===== config.mk =====
export PLATFORM = sky130hd
export DESIGN_NAME = bp_nonsynth_host
export DESIGN_NICKNAME = d
export VERILOG_FILES = /design/src/design/bp_uncore_msg_pkg.sv /design/src/design/bp_host_map_pkg.sv /design/src/design/bp_nonsynth_host.sv
export SDC_FILE = /design/constraint.sdc
export NUM_CORES = 1
export LEC_CHECK = 0
export ABC_CLOCK_PERIOD_IN_PS = 5150
export BUFFER_PORTS_ARGS = -buffer_cell sky130_fd_sc_hd__buf_4
export CAP_MARGIN = 20
export CELL_PAD_IN_SITES_DETAIL_PLACEMENT = 0
export CELL_PAD_IN_SITES_GLOBAL_PLACEMENT = 1
export CORE_ASPECT_RATIO = 0.7
export CORE_UTILIZATION = 35
export CTS_CLUSTER_SIZE = 12
export DETAILED_ROUTE_END_ITERATION = 10
export GPL_TIMING_DRIVEN = 0
export PLACE_DENSITY = 0.95
export SLEW_MARGIN = 10
export SYNTH_ARGS = -nofsm -noshare
export SYNTH_HDL_FRONTEND = slang
export SYNTH_SLANG_ARGS = --single-unit
export TNS_END_PERCENT = 5

===== constraint.sdc =====
create_clock -name clk_i -period 5.15 [get_ports clk_i]
set_input_delay 1.03 -clock clk_i [delete_from_list [all_inputs] [get_ports clk_i]]
set_output_delay 1.03 -clock clk_i [all_outputs]
set_load 0.05 [all_outputs]

===== src/design/bp_uncore_msg_pkg.sv =====
// uncore message format shared by memory and host
// widths, type and size encodings, command/response struct
package bp_uncore_msg_pkg;

  // physical address width
  localparam int paddr_width_gp = 32;

  // data path is one dword
  localparam int dword_width_gp = 64;

  // bytes per dword and the offset bits that pick one
  localparam int dword_bytes_gp = dword_width_gp / 8;
  localparam int byte_offset_width_gp = $clog2(dword_bytes_gp);

  // command or response kind
  typedef enum logic [0:0]
  {
    e_mem_rd = 1'b0
    , e_mem_wr = 1'b1
  } msg_type_e;

  // access size, log2 of the byte count
  typedef enum logic [1:0]
  {
    e_size_1 = 2'b00
    , e_size_2 = 2'b01
    , e_size_4 = 2'b10
    , e_size_8 = 2'b11
  } msg_size_e;

  // one message, 99 bits
  // responses echo type, size and addr
  // read data zero-extended from the low bytes, zero on writes
  typedef struct packed
  {
    msg_type_e msg_type;
    msg_size_e size;
    logic [paddr_width_gp-1:0] addr;
    logic [dword_width_gp-1:0] data;
  } mem_msg_s;

endpackage


===== src/design/bp_host_map_pkg.sv =====
// host device address map
// putchar and finish addresses, finish-bit sizing
package bp_host_map_pkg;

  // write here emits the low data byte
  localparam logic [31:0] putchar_addr_gp = 32'h0010_1000;

  // finish window base, one dword slot per core
  // core n finishes with a write at base + 8*n
  localparam logic [31:0] finish_base_addr_gp = 32'h0010_2000;

  // upper bound on cores the finish window covers
  localparam int max_cores_gp = 16;

  // bits of the core index inside the finish window
  localparam int finish_core_width_gp = $clog2(max_cores_gp);

endpackage


===== src/design/bp_nonsynth_host.sv =====
// host I/O device
// putchar output, sticky per-core finish bits, one held response
`timescale 1ns/1ps

module bp_nonsynth_host
  #(parameter int num_core_p = 1)
  (input clk_i
   , input reset_i

   , input bp_uncore_msg_pkg::mem_msg_s io_cmd_i
   , input io_cmd_v_i
   , output logic io_cmd_ready_o

   , output bp_uncore_msg_pkg::mem_msg_s io_resp_o
   , output logic io_resp_v_o
   , input io_resp_yumi_i

   , output logic [num_core_p-1:0] program_finish_o
   , output logic [7:0] putchar_o
   , output logic putchar_v_o
   );

  localparam int core_width_lp = bp_host_map_pkg::finish_core_width_gp;
  localparam logic [31:0] finish_span_lp = 32'(bp_host_map_pkg::max_cores_gp * 8);

  logic cmd_accept_li;
  logic is_wr_li;
  logic putchar_wr_li;
  logic finish_wr_li;
  logic [31:0] finish_off_li;
  logic [core_width_lp-1:0] finish_core_li;

  // accepted command, acted on one cycle later
  logic cmd_v_r;
  bp_uncore_msg_pkg::mem_msg_s cmd_r;

  logic resp_v_r;
  bp_uncore_msg_pkg::mem_msg_s resp_r;
  logic putchar_v_r;
  logic [7:0] putchar_r;
  logic [num_core_p-1:0] finish_r;

  // one command pending or one response held at most
  assign io_cmd_ready_o = ~(cmd_v_r | resp_v_r);
  assign cmd_accept_li = io_cmd_v_i & io_cmd_ready_o;
  assign is_wr_li = (cmd_r.msg_type == bp_uncore_msg_pkg::e_mem_wr);

  // address decode on the registered command
  assign putchar_wr_li = cmd_v_r & is_wr_li
                         & (cmd_r.addr == bp_host_map_pkg::putchar_addr_gp);

  // finish window, dword slots only
  assign finish_off_li = cmd_r.addr - bp_host_map_pkg::finish_base_addr_gp;
  assign finish_core_li = finish_off_li[3 +: core_width_lp];
  assign finish_wr_li = cmd_v_r & is_wr_li
                        & (cmd_r.addr >= bp_host_map_pkg::finish_base_addr_gp)
                        & (finish_off_li < finish_span_lp)
                        & (finish_off_li[2:0] == 3'b000);

  always_ff @(posedge clk_i)
  begin
    if (reset_i)
    begin
      cmd_v_r <= 1'b0;
      resp_v_r <= 1'b0;
      putchar_v_r <= 1'b0;
      finish_r <= '0;
    end
    else
    begin
      cmd_v_r <= cmd_accept_li;
      // held until yumi
      if (cmd_v_r)
        resp_v_r <= 1'b1;
      else if (io_resp_yumi_i)
        resp_v_r <= 1'b0;
      // single-cycle pulse
      putchar_v_r <= putchar_wr_li;
      // cores past num_core_p fall outside the loop
      for (int c = 0; c < num_core_p; c++)
        if (finish_wr_li & (finish_core_li == core_width_lp'(c)))
          finish_r[c] <= 1'b1;
    end
  end

  // command capture and response payload, data always zero
  always_ff @(posedge clk_i)
  begin
    if (cmd_accept_li)
      cmd_r <= io_cmd_i;
    if (cmd_v_r)
    begin
      resp_r.msg_type <= cmd_r.msg_type;
      resp_r.size <= cmd_r.size;
      resp_r.addr <= cmd_r.addr;
      resp_r.data <= '0;
    end
    if (putchar_wr_li)
      putchar_r <= cmd_r.data[7:0];
  end

  assign io_resp_v_o = resp_v_r;
  assign io_resp_o = resp_r;
  assign putchar_v_o = putchar_v_r;
  assign putchar_o = putchar_r;
  assign program_finish_o = finish_r;

endmodule


# After elaboration in Yosys (flattened, before gate mapping)
# Index checks and enable logic that the tools add are counted.
# word_totals
regBits	90
output_inout_bits	111
# op_classes
n_addsub	1
order_cmp	2
n_eq_ne	1
mux	2
bitwise	9
n_reduce_logical	3
# ops
cell	count
$eq A32 B21 Y1 const B	1
$ge A32 B21 Y1 const B	1
$lt A32 B8 Y1 const B	1
$sub A32 B21 Y32 const B	1
$and A1 B1 Y1	7
$logic_not A4 Y1	1
$logic_not A3 Y1	1
$mux W1	2
$reduce_bool A2 Y1	1
$not A1 Y1	1
$or A1 B1 Y1	1

# Depth between registers and ports, before layout
# Gate-level depths: netlist (run 1).
# depth
depth_word	5
mapped_depth	7
ltp_nobuf	7

# Worst setup path before layout (run 1)
# OpenSTA, ideal clock, no wires.
# synth_path
kind	flip-flop to flip-flop
start	register cmd_v_r
end	register cmd_r[0] (netlist name), enable pin
setup_ns	0.405
arrival_ns	2.714
required_ns	4.745
setup_slack_ns	2.031
path_stages_with_launch	3
period_less_slack_ns	3.119
path_cell_list	dfxtp_1 -> nor2_1 -> and2_1
# synth_between
elab_chain_cells	3
# synth_lines
element	line	text
start: declaration	bp_nonsynth_host.sv:34	logic cmd_v_r;
start signal: assignment	bp_nonsynth_host.sv:71	cmd_v_r <= cmd_accept_li;
$or A1 B1 Y1	bp_nonsynth_host.sv:44	assign io_cmd_ready_o = ~(cmd_v_r | resp_v_r);
$not A1 Y1	bp_nonsynth_host.sv:44	
named net io_cmd_ready_o	bp_nonsynth_host.sv:12	, output logic io_cmd_ready_o
$and A1 B1 Y1	bp_nonsynth_host.sv:45	assign cmd_accept_li = io_cmd_v_i & io_cmd_ready_o;
named net cmd_accept_li	bp_nonsynth_host.sv:26	logic cmd_accept_li;
end signal: assignment	bp_nonsynth_host.sv:90	cmd_r <= io_cmd_i;
end: declaration	bp_nonsynth_host.sv:35	bp_uncore_msg_pkg::mem_msg_s cmd_r;
# The timed path passes the listed nets, and every way through them passes these cells.
# A chain may end at the register's enable or synchronous reset.

# Final worst setup path (run 1)
# layout_path
start	register cmd_v_r
end	output io_cmd_ready_o
# layout_between
elab_chain_cells	2
# layout_lines
element	line
$or A1 B1 Y1	bp_nonsynth_host.sv:44
$not A1 Y1	bp_nonsynth_host.sv:44
end: declaration	bp_nonsynth_host.sv:12
# No other way between the ends.

==> results_tabular.tex, run 1 <==
\begin{tabular}{lr}
\hline
Metric & Value \\
\hline
\multicolumn{2}{l}{\textbf{Synth}} \\
\quad Cell area after technology mapping & 3490 µm² \\
\quad Post-Synthesis Mean Instance Area & 16.5 µm² \\
\quad Share of synthesized area occupied by flip-flops and latches & 76.3\% \\
\quad Compound-gate portion of the synthesized area & 2.72\% \\
\quad XOR/XNOR Fraction of Synth Area & less than 1\% \\
\quad Syn. warnings & 0 \\
\quad Main combinational cell family by area after synthesis & buffers and inverters \\
\quad Area share of and/or/nand/nor cells after synthesis & 5.95\% \\
\quad Number of distinct library cells after synthesis & 32 \\
\quad Syn Inst Count & $\sim$210 \\
\quad Yosys reg bits & 90 \\
\quad Synth Area in Adders & 0.359\% \\
\quad Share of synthesized area spent on multiplexers & 0\% \\
\multicolumn{2}{l}{\textbf{STA}} \\
\quad Max Transition Viols Final & 0 \\
\quad Transition time at the pin with the least slew margin & 895 ps \\
\quad Hold Vio Cnt, Final & 0 \\
\quad Time the worst path needs with I/O delays and setup & around 2600 ps \\
\quad Peak clock frequency supported by timing & 0.382 GHz \\
\quad Setup TNS Final & 0 ps \\
\quad Final setup violation count & 0 \\
\quad Period utilization & 50.9\% \\
\quad Worst clock skew & 4.60 ps \\
\quad Setup repair after global routing missed its margin & false \\
\quad Post-route worst hold slack & about 420 ps \\
\quad Headroom to the max-slew limit & 40.3\% \\
\multicolumn{2}{l}{\textbf{Floorplanning}} \\
\quad Width of the chip & 121 µm \\
\quad Area of the core region & a little under 10000 µm² \\
\quad Number of core rows & 30 \\
\quad Number of top-level design ports & 214 \\
\quad Chip Height & 85.5 µm \\
\quad Initial Util & 36.0\% \\
\quad Die ar. & 10400 µm² \\
\multicolumn{2}{l}{\textbf{Critical path}} \\
\quad Launch instance of the worst register-to-register path & cmd\_v\_r \\
\quad Startpoint Class & register \\
\quad Worst endpoint required time & 4120 ps \\
\quad Depth of the worst register-to-register path & 4 \\
\quad Element type at the critical path end & output port \\
\quad Type of the worst setup path & reg -> out \\
\quad Critical path peak fanout & 38 \\
\quad Data arrival time at the worst-slack endpoint & 1590 ps \\
\quad RR Endpoint & putchar\_o[1] \\
\quad Worst reg2reg setup slack & 2630 ps \\
\multicolumn{2}{l}{\textbf{Cells and area}} \\
\quad Total Nets Final & 484 \\
\quad Post-layout utilization of the core & 50.5\% \\
\quad Share of layout cells above drive strength 1 & 46.5\% \\
\quad Total area of sequential cells & 2660 µm² \\
\quad Number of diodes & 0 \\
\quad Footprint of the multi-input gates & 572 µm² \\
\quad Filler-free cell count of the finished design & 513 \\
\quad Area growth from synthesis to layout & 40.1\% \\
\quad Filler Cells Inserted & 812 \\
\multicolumn{2}{l}{\textbf{Routing}} \\
\quad Pre-Repair DR Iteration Count & 4 \\
\quad Starting DRT DRC Count & 90 \\
\quad Vias per cell & 3.93 \\
\quad Sum of routed wire length over all layers & 6310 µm \\
\quad DR DRC count & 0 \\
\quad Antenna Violating Nets Remaining & 0 \\
\quad Via count & between 2000 and 2500 \\
\quad Detail-routed net length per standard cell & about 12 µm \\
\multicolumn{2}{l}{\textbf{Min path}} \\
\quad Hold-critical path endpoint & io\_resp\_o[97] \\
\quad Worst hold path class & reg -> reg \\
\quad Hold path startpoint & cmd\_r[97] \\
\quad Min-Delay Path Depth & 0 \\
\multicolumn{2}{l}{\textbf{Place}} \\
\quad Number of port buffers & 93 \\
\quad Detailed-placement wirelength estimate & 4750 µm \\
\quad Number of instances in the placed design & $\sim$500 \\
\quad Final estimated routing congestion in global placement & 0.732 \\
\multicolumn{2}{l}{\textbf{Global routing}} \\
\quad Total routing resource utilization after global routing & 12.5\% \\
\quad Pin count of the biggest net entering global routing & 39 \\
\quad First-pass GRT wire length & 9220 µm \\
\quad Initial antenna violation count & 0 \\
\quad Aggregate global routing overflow & 0 \\
\quad Via count of the first global-routing pass & 1853 \\
\multicolumn{2}{l}{\textbf{Pwr}} \\
\quad Leakage dissipation & around 2.1 nW \\
\quad Proportion of power drawn by the clock network & $\sim$34\% \\
\quad Post-layout total power & 1.72 mW \\
\quad NetSw & 0.468 mW \\
\quad Worst VDD drop & 0.190 mV \\
\quad Cell-internal power & 1.26 mW \\
\quad Power share of the combinational group & 15.5\% \\
\quad Power density over the cells & roughly 350 nW/µm² \\
\quad Sequential group share of total power & around half \\
\quad Switching share of power & 27.2\% \\
\multicolumn{2}{l}{\textbf{Clock network}} \\
\quad Post\_cts resized & 0 \\
\quad Sink count of the clock tree & 90 \\
\quad CTS HTree Levels & 3 \\
\quad Clock-pin slew reported for the worst setup and hold paths after clock tree synthesis & 60 ps \\
\quad Number of clock buffers inserted by TritonCTS & 9 \\
\quad Clock tree from TritonCTS & done \\
\quad Post-CTS setup-driven buffer insertion count & 0 \\
\quad Clock root cell & sky130\_fd\_sc\_hd\_\_clkbuf\_16 \\
\quad Insertion delay to the later sink of the worst-skew pair & around 330 ps \\
\quad Maximum root-to-sink buffer count & 2 \\
\quad Number of buffers added to fix hold violations after cts & 0 \\
\multicolumn{2}{l}{\textbf{Status}} \\
\quad Run status & finished, final reports clean \\
\multicolumn{2}{l}{\textbf{Job}} \\
\quad Count of max-cap constraint violations & 0 \\
\hline
\end{tabular}
## cells in the mapped netlist
| master | count | share of area (%) |
|---|---|---|
| sky130_fd_sc_hd__o21bai_1 | 1 | 0.22 |
| sky130_fd_sc_hd__o21ai_0 | 2 | 0.29 |
| sky130_fd_sc_hd__and2_1 | 1 | 0.18 |
| sky130_fd_sc_hd__o31a_2 | 1 | 0.29 |
| sky130_fd_sc_hd__o31ai_2 | 1 | 0.36 |
| sky130_fd_sc_hd__or3_1 | 2 | 0.36 |
| sky130_fd_sc_hd__o211ai_1 | 1 | 0.22 |
| sky130_fd_sc_hd__nor3_1 | 4 | 0.57 |
| sky130_fd_sc_hd__nor4_1 | 4 | 0.72 |
| sky130_fd_sc_hd__a211oi_1 | 1 | 0.22 |
| sky130_fd_sc_hd__nor4b_1 | 2 | 0.50 |
| sky130_fd_sc_hd__o21a_1 | 1 | 0.22 |
| sky130_fd_sc_hd__xnor2_1 | 1 | 0.25 |
| sky130_fd_sc_hd__conb_1 | 1 | 0.11 |
| sky130_fd_sc_hd__a31o_1 | 1 | 0.25 |
| sky130_fd_sc_hd__inv_1 | 5 | 0.54 |
| sky130_fd_sc_hd__nor4_2 | 1 | 0.36 |
| sky130_fd_sc_hd__nor4bb_1 | 1 | 0.29 |
| sky130_fd_sc_hd__nand2_1 | 7 | 0.75 |
| sky130_fd_sc_hd__a211o_1 | 1 | 0.25 |
| sky130_fd_sc_hd__nor2_1 | 6 | 0.65 |
| sky130_fd_sc_hd__nand4b_1 | 1 | 0.25 |
| sky130_fd_sc_hd__edfxtp_1 | 86 | 74 |
| sky130_fd_sc_hd__a21oi_1 | 3 | 0.43 |
| sky130_fd_sc_hd__nand4_1 | 2 | 0.36 |
| sky130_fd_sc_hd__nand3_1 | 1 | 0.14 |
| sky130_fd_sc_hd__dfxtp_1 | 4 | 2.3 |
| sky130_fd_sc_hd__buf_4 | 64 | 14 |
| sky130_fd_sc_hd__and4b_1 | 1 | 0.29 |
| sky130_fd_sc_hd__nand2b_1 | 1 | 0.18 |
| sky130_fd_sc_hd__ha_1 | 1 | 0.36 |
| sky130_fd_sc_hd__nor2b_1 | 2 | 0.36 |
## cells by family after synthesis
kind of cell             after synthesis
flip-flops                            90
AND/OR/NAND/NOR                       36
other                                  1
XOR/XNOR                               1
AO/OA/AOI/OAI                         13
buffers and inverters                 69
adder cells (fa/ha/maj)                1
## per-stage QoR
| step | setup slack, ps | area [µm²] |
|---|---|---|
| 3_5_place_dp | 2600 | 4620 |
| 6_report | 2530 | 4890 |
| 5_1_grt | 2420 | 4890 |
| 2_1_floorplan | 2030 | 3730 |
| 4_1_cts | 2490 | 4890 |
| 3_3_place_gp | 1200 | 4580 |
## layout make-up
class,instances,share of cell area [%]
sequential,90,54.5
timing repair buffer,95,14.8
multi-input combinational,115,11.7
buffer,64,9.83
clock buffer,9,4.61
tap,128,3.28
clock inverter,7,0.947
inverter,5,0.384
## flip-flops by register name, indices dropped and copies added (netlist names)
name              cells
putchar_o             8
cmd_r                42
is_wr_li              1
putchar_v_o           1
program_finish_o      1
io_resp_o            35
cmd_v_r               1
io_resp_v_o           1
## layout by cell type (no fill, tap or decap), types with 2 or more instances in the layout
cell type / count
sky130_fd_sc_hd__nor2b_1: 2
sky130_fd_sc_hd__nor4b_1: 2
sky130_fd_sc_hd__o21ai_0: 2
sky130_fd_sc_hd__a21oi_1: 3
sky130_fd_sc_hd__dfxtp_1: 3
sky130_fd_sc_hd__nor2_1: 6
sky130_fd_sc_hd__nand4_1: 2
sky130_fd_sc_hd__clkbuf_16: 9
sky130_fd_sc_hd__clkinv_4: 3
sky130_fd_sc_hd__conb_1: 64
sky130_fd_sc_hd__nor4_2: 2
sky130_fd_sc_hd__edfxtp_1: 86
sky130_fd_sc_hd__buf_4: 157
sky130_fd_sc_hd__inv_1: 5
sky130_fd_sc_hd__clkinv_1: 2
sky130_fd_sc_hd__or3_1: 2
sky130_fd_sc_hd__nand2_1: 7
sky130_fd_sc_hd__nor3_1: 4
sky130_fd_sc_hd__nor4_1: 3
## worst max-delay path, cell delays in order (launching register included)
cell and delay (ps):
sky130_fd_sc_hd__dfxtp_2 920, sky130_fd_sc_hd__nor2_1 110, sky130_fd_sc_hd__buf_4 230
## power groups by stage
| stage | clock, mW | combinational (mW) | sequential (mW) |
|---|---|---|---|
| 3_3_place_gp | 0 | 0.260 | 0.891 |
| 5_1_grt | 0.630 | 0.280 | 0.880 |
| 3_5_place_dp | 0 | 0.266 | 0.891 |
| 4_1_cts | 0.605 | 0.266 | 0.876 |
| 2_1_floorplan | 0 | 0.164 | 0.927 |
| 6_report | 0.583 | 0.267 | 0.875 |
## routing by layer
| metal | track usage, % | wire length [µm] | vias to the layer above |
|---|---|---|---|
| met5 | 0 | 0 | - |
| met4 | 7.63 | 144 | 0 |
| met3 | 5.19 | 566 | 14 |
| met2 | 19.4 | 3070 | 80 |
| met1 | 14.4 | 2530 | 940 |
| li1 | - | - | 983 |
## worst max-delay path by stage
stage	start	endpoint
after floorplan	cmd_v_r	cmd_r[0]
after global placement	cmd_v_r	putchar_o[4]
after detailed placement	cmd_v_r	putchar_o[5]
after CTS	cmd_v_r	io_cmd_ready_o
after global routing	cmd_v_r	io_cmd_ready_o
final	cmd_v_r	io_cmd_ready_o
No activity file was read; power rests on OpenSTA's default activity.
==> inputs of run 2 (changes only) <==
--- a/config.mk
+++ b/config.mk
@@ -5,17 +5,18 @@
 export SDC_FILE = /design/constraint.sdc
 export NUM_CORES = 1
 export LEC_CHECK = 0
-export ABC_CLOCK_PERIOD_IN_PS = 5150
+export ABC_AREA = 1
+export ABC_CLOCK_PERIOD_IN_PS = 2150
 export BUFFER_PORTS_ARGS = -buffer_cell sky130_fd_sc_hd__buf_4
 export CAP_MARGIN = 20
 export CELL_PAD_IN_SITES_DETAIL_PLACEMENT = 0
 export CELL_PAD_IN_SITES_GLOBAL_PLACEMENT = 1
 export CORE_ASPECT_RATIO = 0.7
-export CORE_UTILIZATION = 35
+export CORE_UTILIZATION = 30
 export CTS_CLUSTER_SIZE = 12
 export DETAILED_ROUTE_END_ITERATION = 10
 export GPL_TIMING_DRIVEN = 0
-export PLACE_DENSITY = 0.95
+export PLACE_DENSITY = 0.88
 export SLEW_MARGIN = 10
 export SYNTH_ARGS = -nofsm -noshare
 export SYNTH_HDL_FRONTEND = slang
==> constraint.sdc (replaced) <==
create_clock -name clk_i -period 2.15 [get_ports clk_i]
set_input_delay 0.43 -clock clk_i [delete_from_list [all_inputs] [get_ports clk_i]]
set_output_delay 0.43 -clock clk_i [all_outputs]
set_load 0.05 [all_outputs]
==> results_tabular.tex, run 2 <==
\begin{tabular}{lr}
\hline
Metric & Value \\
\hline
\multicolumn{2}{l}{\textbf{Synth}} \\
\quad Commonest cells in the netlist & 86 x sky130\_fd\_sc\_hd\_\_edfxtp\_1, 64 x sky130\_fd\_sc\_hd\_\_buf\_4, 56 x sky130\_fd\_sc\_hd\_\_nand2\_1 \\
\quad Syn. warnings & 0 (unchanged) \\
\quad Most frequently used flop master after synthesis & sky130\_fd\_sc\_hd\_\_edfxtp\_1 \\
\quad Post-synth EDFFs & 86 (unchanged) \\
\quad Most repeated cell in the gate-level netlist after synthesis & sky130\_fd\_sc\_hd\_\_edfxtp\_1 \\
\quad Yosys reg bits & 90 (unchanged) \\
\quad Post-Synthesis Mean Instance Area & 11.9 µm² (-28\%) \\
\quad Cell area after technology mapping & 4030 µm² (+15\%) \\
\quad Leading post-synthesis cells by cell area & sky130\_fd\_sc\_hd\_\_edfxtp\_1 64\%, sky130\_fd\_sc\_hd\_\_buf\_4 12\%, sky130\_fd\_sc\_hd\_\_nand2\_1 5.2\% \\
\quad Post-synth ARST share & 0\% (unchanged) \\
\quad Number of distinct library cells after synthesis & 29 (-9.4\%) \\
\quad Area share of the largest cell type after synthesis & 64.1\% (-9.9 points) \\
\quad Leading area contributor after synthesis & sky130\_fd\_sc\_hd\_\_edfxtp\_1 \\
\quad Share of synthesized area occupied by flip-flops and latches & 66.1\% (-10 points) \\
\quad Syn Inst Count & 338 (+60\%) \\
\multicolumn{2}{l}{\textbf{Cells and area}} \\
\quad Total Nets Final & 613 (+27\%) \\
\quad Commonest non-fill, non-tap cells in the layout & 157 x sky130\_fd\_sc\_hd\_\_buf\_4, 86 x sky130\_fd\_sc\_hd\_\_edfxtp\_1, 64 x sky130\_fd\_sc\_hd\_\_conb\_1, 56 x sky130\_fd\_sc\_hd\_\_nand2\_1, 37 x sky130\_fd\_sc\_hd\_\_nor2\_1 \\
\quad Filler-free cell count of the finished design & 679 (+32\%) \\
\quad Most frequent standard cell in the layout excluding fill and tap cells & sky130\_fd\_sc\_hd\_\_buf\_4 \\
\quad Flip-flop count of the largest register after layout & 42 (unchanged) \\
\quad Number of diodes & 0 (unchanged) \\
\quad Largest reg by FF count & cmd\_r \\
\quad Share of layout cells above drive strength 1 & 40.2\% (-6.3 points) \\
\quad Area growth from synthesis to layout & 37.3\% \\
\multicolumn{2}{l}{\textbf{Clock network}} \\
\quad CTS HTree Levels & 3 (unchanged) \\
\quad Clock-pin slew reported for the worst setup and hold paths after clock tree synthesis & 70 ps (about the same) \\
\quad Insertion delay to the later sink of the worst-skew pair & 340 ps (about the same) \\
\quad Number of buffers added to fix hold violations after cts & 0 (unchanged) \\
\quad Clock tree from TritonCTS & done \\
\quad Number of clock buffers inserted by TritonCTS & 9 (unchanged) \\
\quad Clock root cell & sky130\_fd\_sc\_hd\_\_clkbuf\_16 \\
\quad Sink count of the clock tree & 90 (unchanged) \\
\quad Maximum root-to-sink buffer count & 2 (unchanged) \\
\multicolumn{2}{l}{\textbf{Critical path}} \\
\quad Crit-path max cell delay & 430 ps (-490 ps) \\
\quad Startpoint Class & register \\
\quad Critical path peak fanout & 6 (-84\%) \\
\quad Slowest cell on the critical path & sky130\_fd\_sc\_hd\_\_edfxtp\_1 \\
\quad Depth of the worst register-to-register path & 14 (+10) \\
\quad Destination of the critical timing path & program\_finish\_o \\
\quad List of cells traversed by the critical path & inv\_1, ha\_2, inv\_1, nand2\_1, nand2\_1, nor2\_1, nand2\_1, nor2\_1, nand3\_1, nor2\_1, nand3\_1, nor2\_1, nand2\_1, a21oi\_2 \\
\quad Element type at the critical path end & register \\
\quad Worst endpoint required time & 2430 ps (-1690 ps) \\
\quad RR Endpoint & program\_finish\_o \\
\quad Worst reg2reg setup slack & 240 ps (-2390 ps) \\
\quad Launch instance of the worst register-to-register path & cmd\_r[77] \\
\quad Type of the worst setup path & reg -> reg \\
\quad Data arrival time at the worst-slack endpoint & 2190 ps (+600 ps) \\
\quad Critical path origin & cmd\_r[77] \\
\multicolumn{2}{l}{\textbf{Min path}} \\
\quad Worst hold path class & in -> reg \\
\multicolumn{2}{l}{\textbf{Global routing}} \\
\quad Via count of the first global-routing pass & 2525 (+36\%) \\
\quad Pin count of the biggest net entering global routing & 41 (+5.1\%) \\
\quad First-pass GRT wire length & 12600 µm (+37\%) \\
\quad Total routing resource utilization after global routing & 12.1\% (-0.37 points) \\
\quad Aggregate global routing overflow & 0 (unchanged) \\
\quad Initial antenna violation count & 0 (unchanged) \\
\multicolumn{2}{l}{\textbf{STA}} \\
\quad Transition time at the pin with the least slew margin & 520 ps (-375 ps) \\
\quad Period utilization & 88.8\% \\
\quad Setup repair after global routing missed its margin & false \\
\quad Final setup violation count & 0 (unchanged) \\
\quad Peak clock frequency supported by timing & between 0.5 and 0.6 GHz \\
\quad Max Transition Viols Final & 0 (unchanged) \\
\quad Setup TNS Final & 0 ps (unchanged) \\
\quad Post-route worst hold slack & 260 ps (-161 ps) \\
\quad Worst clock skew & 12.1 ps (+7.50 ps) \\
\quad Smallest setup slack after layout & 240 ps (-2290 ps) \\
\quad Time the worst path needs with I/O delays and setup & around 1900 ps \\
\quad Headroom to the max-slew limit & 65.2\% (+25 points) \\
\quad Hold Vio Cnt, Final & 0 (unchanged) \\
\multicolumn{2}{l}{\textbf{Job}} \\
\quad Count of max-cap constraint violations & 0 (unchanged) \\
\multicolumn{2}{l}{\textbf{Status}} \\
\quad Run status & finished, final reports clean \\
\multicolumn{2}{l}{\textbf{Place}} \\
\quad Detailed-placement wirelength estimate & 6250 µm (+31\%) \\
\quad Final estimated routing congestion in global placement & 0.729 (-0.41\%) \\
\quad Worst slack at placement & -183 ps (-2780 ps) \\
\quad Number of port buffers & 93 (unchanged) \\
\quad Number of instances in the placed design & 662 (+33\%) \\
\multicolumn{2}{l}{\textbf{Routing}} \\
\quad DR DRC count & 0 (unchanged) \\
\quad Vias per cell & 3.86 (-1.9\%) \\
\quad Starting DRT DRC Count & 83 (-7.8\%) \\
\quad Detail-routed net length per standard cell & 12.1 µm (-2.0\%) \\
\quad Sum of routed wire length over all layers & 8190 µm (+30\%) \\
\quad Via count & 2620 (+30\%) \\
\quad Pre-Repair DR Iteration Count & 4 (unchanged) \\
\quad Antenna Violating Nets Remaining & 0 (unchanged) \\
\multicolumn{2}{l}{\textbf{Pwr}} \\
\quad Worst VDD drop & 0.376 mV (+97\%) \\
\quad Leakage dissipation & 2.49 nW (+18\%) \\
\quad Power density over the cells & 786 nW/µm² (+120\%) \\
\quad Post-layout total power & 4.35 mW (+150\%) \\
\multicolumn{2}{l}{\textbf{Floorplanning}} \\
\quad Area of the core region & 13100 µm² (+36\%) \\
\quad Number of core rows & 35 (+17\%) \\
\quad Die ar. & 13900 µm² (+34\%) \\
\quad Chip Height & 99.0 µm (+16\%) \\
\quad Number of top-level design ports & 214 (unchanged) \\
\quad Width of the chip & 141 µm (+16\%) \\
\quad Initial Util & 30.7\% (-5.4 points) \\
\hline
\end{tabular}
[run 2: cell types whose count changed after synthesis, sizes merged, moves of 2 or more]
cell,delta
nor2b,-2
xor2,+2
nor4b,-2
nand2,+56
or3,-2
nand3b,+4
nor4,-4
nor2,+40
nor3,-2
inv,+27
nand4,+3
nand3,+14
[run 2: how the worst min path moves through the flow]
stage                 startpoint             to  slack (ps)  cells after the start
finish              io_cmd_i[96]      cmd_r[96]         260                      1
CTS                 io_cmd_i[96]      cmd_r[96]         240                      1
detailed placement      cmd_r[3]   putchar_o[3]         410                      0
floorplan              cmd_r[96]  io_resp_o[96]         400                      0
global route        io_cmd_i[96]      cmd_r[96]         240                      1
global placement       cmd_r[96]  io_resp_o[96]         400                      0
[run 2: per-stage QoR]
stage | util [%] | cell area, µm²
4_1_cts | 41.9 | 5500
3_5_place_dp | 39.7 | 5210
5_1_grt | 42.1 | 5530
2_1_floorplan | - | 4280
6_report | 42.1 | 5530
3_3_place_gp | 39.5 | 5180
[run 2: timing repair]
item,CTS,global route
setup buffers,0,1
endpoints found under the setup margin,10,9
gates resized for setup,1,1
[run 2: critical path: cells and delay by family, from the launching register on]
family | cells | cell delay [ps]
and+or+nand+nor | 10 | 830
buffers and inverters | 2 | 240
DFF | 1 | 430
adders and majority gates | 1 | 260
AOI/OAI and AO/OA | 1 | 110
[run 2: where the power goes]
part / internal (mW) / switching [mW] / leakage (nW)
clock: 0.811 / 0.703 / 0.138
sequential: 2.03 / 0.0679 / 0.842
combinational: 0.228 / 0.505 / 1.51
total: 3.07 / 1.28 / 2.49
[run 2: layout make-up]
class / count / area [µm²]
fill: 1270 / 7610
clock buffer: 10 / 229
tap: 166 / 208
buffer: 65 / 492
multi-input combinational: 213 / 1000
sequential: 90 / 2670
timing repair buffer: 96 / 756
clock inverter: 6 / 56.3
inverter: 33 / 125
[run 2: layer usage]
layer / global-route usage (%) / wire length (µm) / share of wire (%) / vias up
li1: - / - / - / 1339
met1: 14.7 / 3610 / 44 / 1184
met2: 19.4 / 3820 / 47 / 90
met3: 5.25 / 706 / 8.6 / 7
met4: 3.76 / 51 / 0.62 / 0
met5: 0 / 0 / 0 / -
[run 2: cell families after synthesis]
family          synth area share (%)
other cells                   0.0931
flops                           66.1
buf+inv                         15.3
fa+ha+maj                      0.621
xor+xnor                       0.435
compound gates                  1.77
simple gates                    15.7
==> inputs of run 3 (changes only) <==
--- a/config.mk
+++ b/config.mk
@@ -6,19 +6,19 @@
 export NUM_CORES = 1
 export LEC_CHECK = 0
 export ABC_AREA = 1
-export ABC_CLOCK_PERIOD_IN_PS = 2150
+export ABC_CLOCK_PERIOD_IN_PS = 2250
 export BUFFER_PORTS_ARGS = -buffer_cell sky130_fd_sc_hd__buf_4
 export CAP_MARGIN = 20
 export CELL_PAD_IN_SITES_DETAIL_PLACEMENT = 0
 export CELL_PAD_IN_SITES_GLOBAL_PLACEMENT = 1
 export CORE_ASPECT_RATIO = 0.7
-export CORE_UTILIZATION = 30
+export CORE_UTILIZATION = 36
 export CTS_CLUSTER_SIZE = 12
 export DETAILED_ROUTE_END_ITERATION = 10
 export GPL_TIMING_DRIVEN = 0
-export PLACE_DENSITY = 0.88
+export PLACE_DENSITY = 0.95
 export SLEW_MARGIN = 10
 export SYNTH_ARGS = -nofsm -noshare
 export SYNTH_HDL_FRONTEND = slang
 export SYNTH_SLANG_ARGS = --single-unit
-export TNS_END_PERCENT = 5
+export TNS_END_PERCENT = 10
==> constraint.sdc (replaced) <==
create_clock -name clk_i -period 2.25 [get_ports clk_i]
set_input_delay 0.45 -clock clk_i [delete_from_list [all_inputs] [get_ports clk_i]]
set_output_delay 0.45 -clock clk_i [all_outputs]
set_load 0.05 [all_outputs]
==> results_tabular.tex, run 3 (synthesis results as in run 2) <==
\begin{tabular}{lr}
\hline
Metric & Value \\
\hline
\multicolumn{2}{l}{\textbf{Clock network}} \\
\quad Post\_cts resized & 1 (unchanged) \\
\quad Insertion delay to the later sink of the worst-skew pair & 340 ps (about the same) \\
\quad Clock root cell & sky130\_fd\_sc\_hd\_\_clkbuf\_16 \\
\quad Clock-pin slew reported for the worst setup and hold paths after clock tree synthesis & 70 ps (about the same) \\
\quad Number of buffers added to fix hold violations after cts & 0 (unchanged) \\
\quad Number of clock buffers inserted by TritonCTS & 9 (unchanged) \\
\quad Clock tree from TritonCTS & done \\
\quad Post-CTS setup-driven buffer insertion count & 0 (unchanged) \\
\quad Maximum root-to-sink buffer count & 2 (unchanged) \\
\quad Sink count of the clock tree & 90 (unchanged) \\
\quad CTS HTree Levels & 3 (unchanged) \\
\multicolumn{2}{l}{\textbf{Place}} \\
\quad Number of port buffers & 93 (unchanged) \\
\quad Worst slack at placement & -19.7 ps (+164 ps) \\
\quad Detailed-placement wirelength estimate & 6000 µm (-4.0\%) \\
\quad Placed instance area & 5200 µm² (-0.19\%) \\
\quad Number of instances in the placed design & 644 (-2.7\%) \\
\quad Final estimated routing congestion in global placement & 0.806 (+11\%) \\
\multicolumn{2}{l}{\textbf{STA}} \\
\quad Setup repair after global routing missed its margin & false \\
\quad Time the worst path needs with I/O delays and setup & 1930 ps (+20.7 ps) \\
\quad Headroom to the max-slew limit & 58.8\% (-6.5 points) \\
\quad Period utilization & 85.8\% (-3.0 points) \\
\quad Smallest setup slack after layout & 319 ps (+79.3 ps) \\
\quad Peak clock frequency supported by timing & 0.518 GHz (-1.1\%) \\
\quad Transition time at the pin with the least slew margin & 617 ps (+96.6 ps) \\
\quad Post-route worst hold slack & 281 ps (+21.1 ps) \\
\quad Hold Vio Cnt, Final & 0 (unchanged) \\
\quad Worst clock skew & 12.1 ps (+0.000800 ps) \\
\quad Max Transition Viols Final & 0 (unchanged) \\
\quad Final setup violation count & 0 (unchanged) \\
\multicolumn{2}{l}{\textbf{Routing}} \\
\quad Starting DRT DRC Count & 91 (+9.6\%) \\
\quad Vias per cell & 3.92 (+1.5\%) \\
\quad Via count & 2586 (-1.3\%) \\
\quad Pre-Repair DR Iteration Count & 4 (unchanged) \\
\quad DR DRC count & 0 (unchanged) \\
\quad Sum of routed wire length over all layers & 7770 µm (-5.1\%) \\
\quad Antenna Violating Nets Remaining & 0 (unchanged) \\
\quad Detail-routed net length per standard cell & 11.8 µm (-2.3\%) \\
\multicolumn{2}{l}{\textbf{Critical path}} \\
\quad Worst reg2reg setup slack & 320 ps (+80 ps) \\
\quad Element type at the critical path end & register \\
\quad Data arrival time at the worst-slack endpoint & 1940 ps (-250 ps) \\
\quad Critical path peak fanout & 40 (+34) \\
\quad Critical path origin & cmd\_v\_r \\
\quad Startpoint Class & register \\
\quad Launch instance of the worst register-to-register path & cmd\_v\_r \\
\quad Destination of the critical timing path & putchar\_o[5] \\
\quad RR Endpoint & putchar\_o[5] \\
\quad Depth of the worst register-to-register path & 6 (-8) \\
\quad Worst endpoint required time & 2260 ps (-170 ps) \\
\quad Type of the worst setup path & reg -> reg \\
\multicolumn{2}{l}{\textbf{Cells and area}} \\
\quad Share of layout cells above drive strength 1 & 39.8\% (-0.31 points) \\
\quad Filler Cells Inserted & 966 (-24\%) \\
\quad Most frequent standard cell in the layout excluding fill and tap cells & sky130\_fd\_sc\_hd\_\_buf\_4 \\
\quad Largest reg by FF count & cmd\_r \\
\quad Flip-flop count of the largest register after layout & 42 (unchanged) \\
\quad Number of diodes & 0 (unchanged) \\
\quad Area growth from synthesis to layout & 36.3\% \\
\quad Total Nets Final & 612 (-0.16\%) \\
\quad Commonest non-fill, non-tap cells in the layout & 157 x sky130\_fd\_sc\_hd\_\_buf\_4, 86 x sky130\_fd\_sc\_hd\_\_edfxtp\_1, 64 x sky130\_fd\_sc\_hd\_\_conb\_1, 56 x sky130\_fd\_sc\_hd\_\_nand2\_1, 37 x sky130\_fd\_sc\_hd\_\_nor2\_1 \\
\quad Post-route cell area & 5490 µm² (-0.72\%) \\
\quad Filler-free cell count of the finished design & 660 (-2.8\%) \\
\multicolumn{2}{l}{\textbf{Floorplanning}} \\
\quad Initial Util & 37.9\% (+7.2 points) \\
\quad Die ar. & 11600 µm² (-16\%) \\
\quad Chip Height & 90.5 µm (-8.5\%) \\
\quad Number of top-level design ports & 214 (unchanged) \\
\quad Width of the chip & 128 µm (-8.6\%) \\
\quad Number of core rows & 31 (-11\%) \\
\quad Area of the core region & 10600 µm² (-19\%) \\
\multicolumn{2}{l}{\textbf{Job}} \\
\quad Count of max-cap constraint violations & 0 (unchanged) \\
\multicolumn{2}{l}{\textbf{Min path}} \\
\quad Worst hold path class & in -> reg \\
\multicolumn{2}{l}{\textbf{Status}} \\
\quad Run status & finished, final reports clean \\
\multicolumn{2}{l}{\textbf{Global routing}} \\
\quad Initial antenna violation count & 0 (unchanged) \\
\quad Aggregate global routing overflow & 0 (unchanged) \\
\quad Via count of the first global-routing pass & 2512 (-0.51\%) \\
\quad First-pass GRT wire length & 12500 µm (-0.38\%) \\
\quad Pin count of the biggest net entering global routing & 41 (unchanged) \\
\quad Total routing resource utilization after global routing & 14.6\% (+2.5 points) \\
\multicolumn{2}{l}{\textbf{Pwr}} \\
\quad Leakage dissipation & 2.49 nW (-0.21\%) \\
\quad Worst VDD drop & 0.583 mV (+55\%) \\
\quad Power density over the cells & 750 nW/µm² (-4.5\%) \\
\quad Post-layout total power & 4.12 mW (-5.2\%) \\
\hline
\end{tabular}
-- run 3: worst max-delay path: stages (launching register included) --
cell	delay, ps
sky130_fd_sc_hd__dfxtp_4	720
sky130_fd_sc_hd__nand2_1	100
sky130_fd_sc_hd__inv_1	90
sky130_fd_sc_hd__nand4_1	80
sky130_fd_sc_hd__nor3_1	140
sky130_fd_sc_hd__nand4_1	150
sky130_fd_sc_hd__inv_1	300
-- run 3: worst min path at each step --
stage	startpoint	endpoint	slack, ps	depth (start not counted)
after floorplan	cmd_r[96]	io_resp_o[96]	400	0
after global placement	cmd_r[3]	putchar_o[3]	400	0
after detailed placement	cmd_r[0]	putchar_o[0]	410	0
after CTS	io_cmd_i[1]	cmd_r[1]	260	1
after global routing	io_cmd_i[0]	cmd_r[0]	260	1
final	io_cmd_i[5]	cmd_r[5]	280	1
-- run 3: area by class of cell --
| class | instances | area (µm²) | area share [%] |
|---|---|---|---|
| buffer | 65 | 492 | 8.95 |
| clock buffer | 10 | 229 | 4.17 |
| clock inverter | 6 | 56.3 | 1.03 |
| inverter | 33 | 125 | 2.28 |
| multi-input combinational | 213 | 997 | 18.2 |
| sequential | 90 | 2670 | 48.6 |
| tap | 148 | 185 | 3.37 |
| timing repair buffer | 95 | 741 | 13.5 |
-- run 3: where the power goes --
| part | internal (mW) | switching [mW] |
|---|---|---|
| clock network | 0.774 | 0.643 |
| logic | 0.216 | 0.473 |
| registers | 1.94 | 0.0710 |
-- run 3: per-stage QoR --
stage / utilization, % / setup TNS, ps
after CTS: 51.7 / 0
after global routing: 51.7 / 0
after global placement: 48.6 / -16790
final: 51.7 / 0
after floorplan: - / 0
after detailed placement: 49.0 / -156
-- run 3: layer usage --
| layer | GRT usage, % | vias up | part of all wire [%] |
|---|---|---|---|
| li1 | - | 1336 | - |
| met1 | 17.8 | 1144 | 43 |
| met2 | 21.7 | 101 | 44 |
| met3 | 8.23 | 5 | 12 |
| met4 | 4.71 | 0 | 0.99 |
| met5 | 0 | - | 0 |
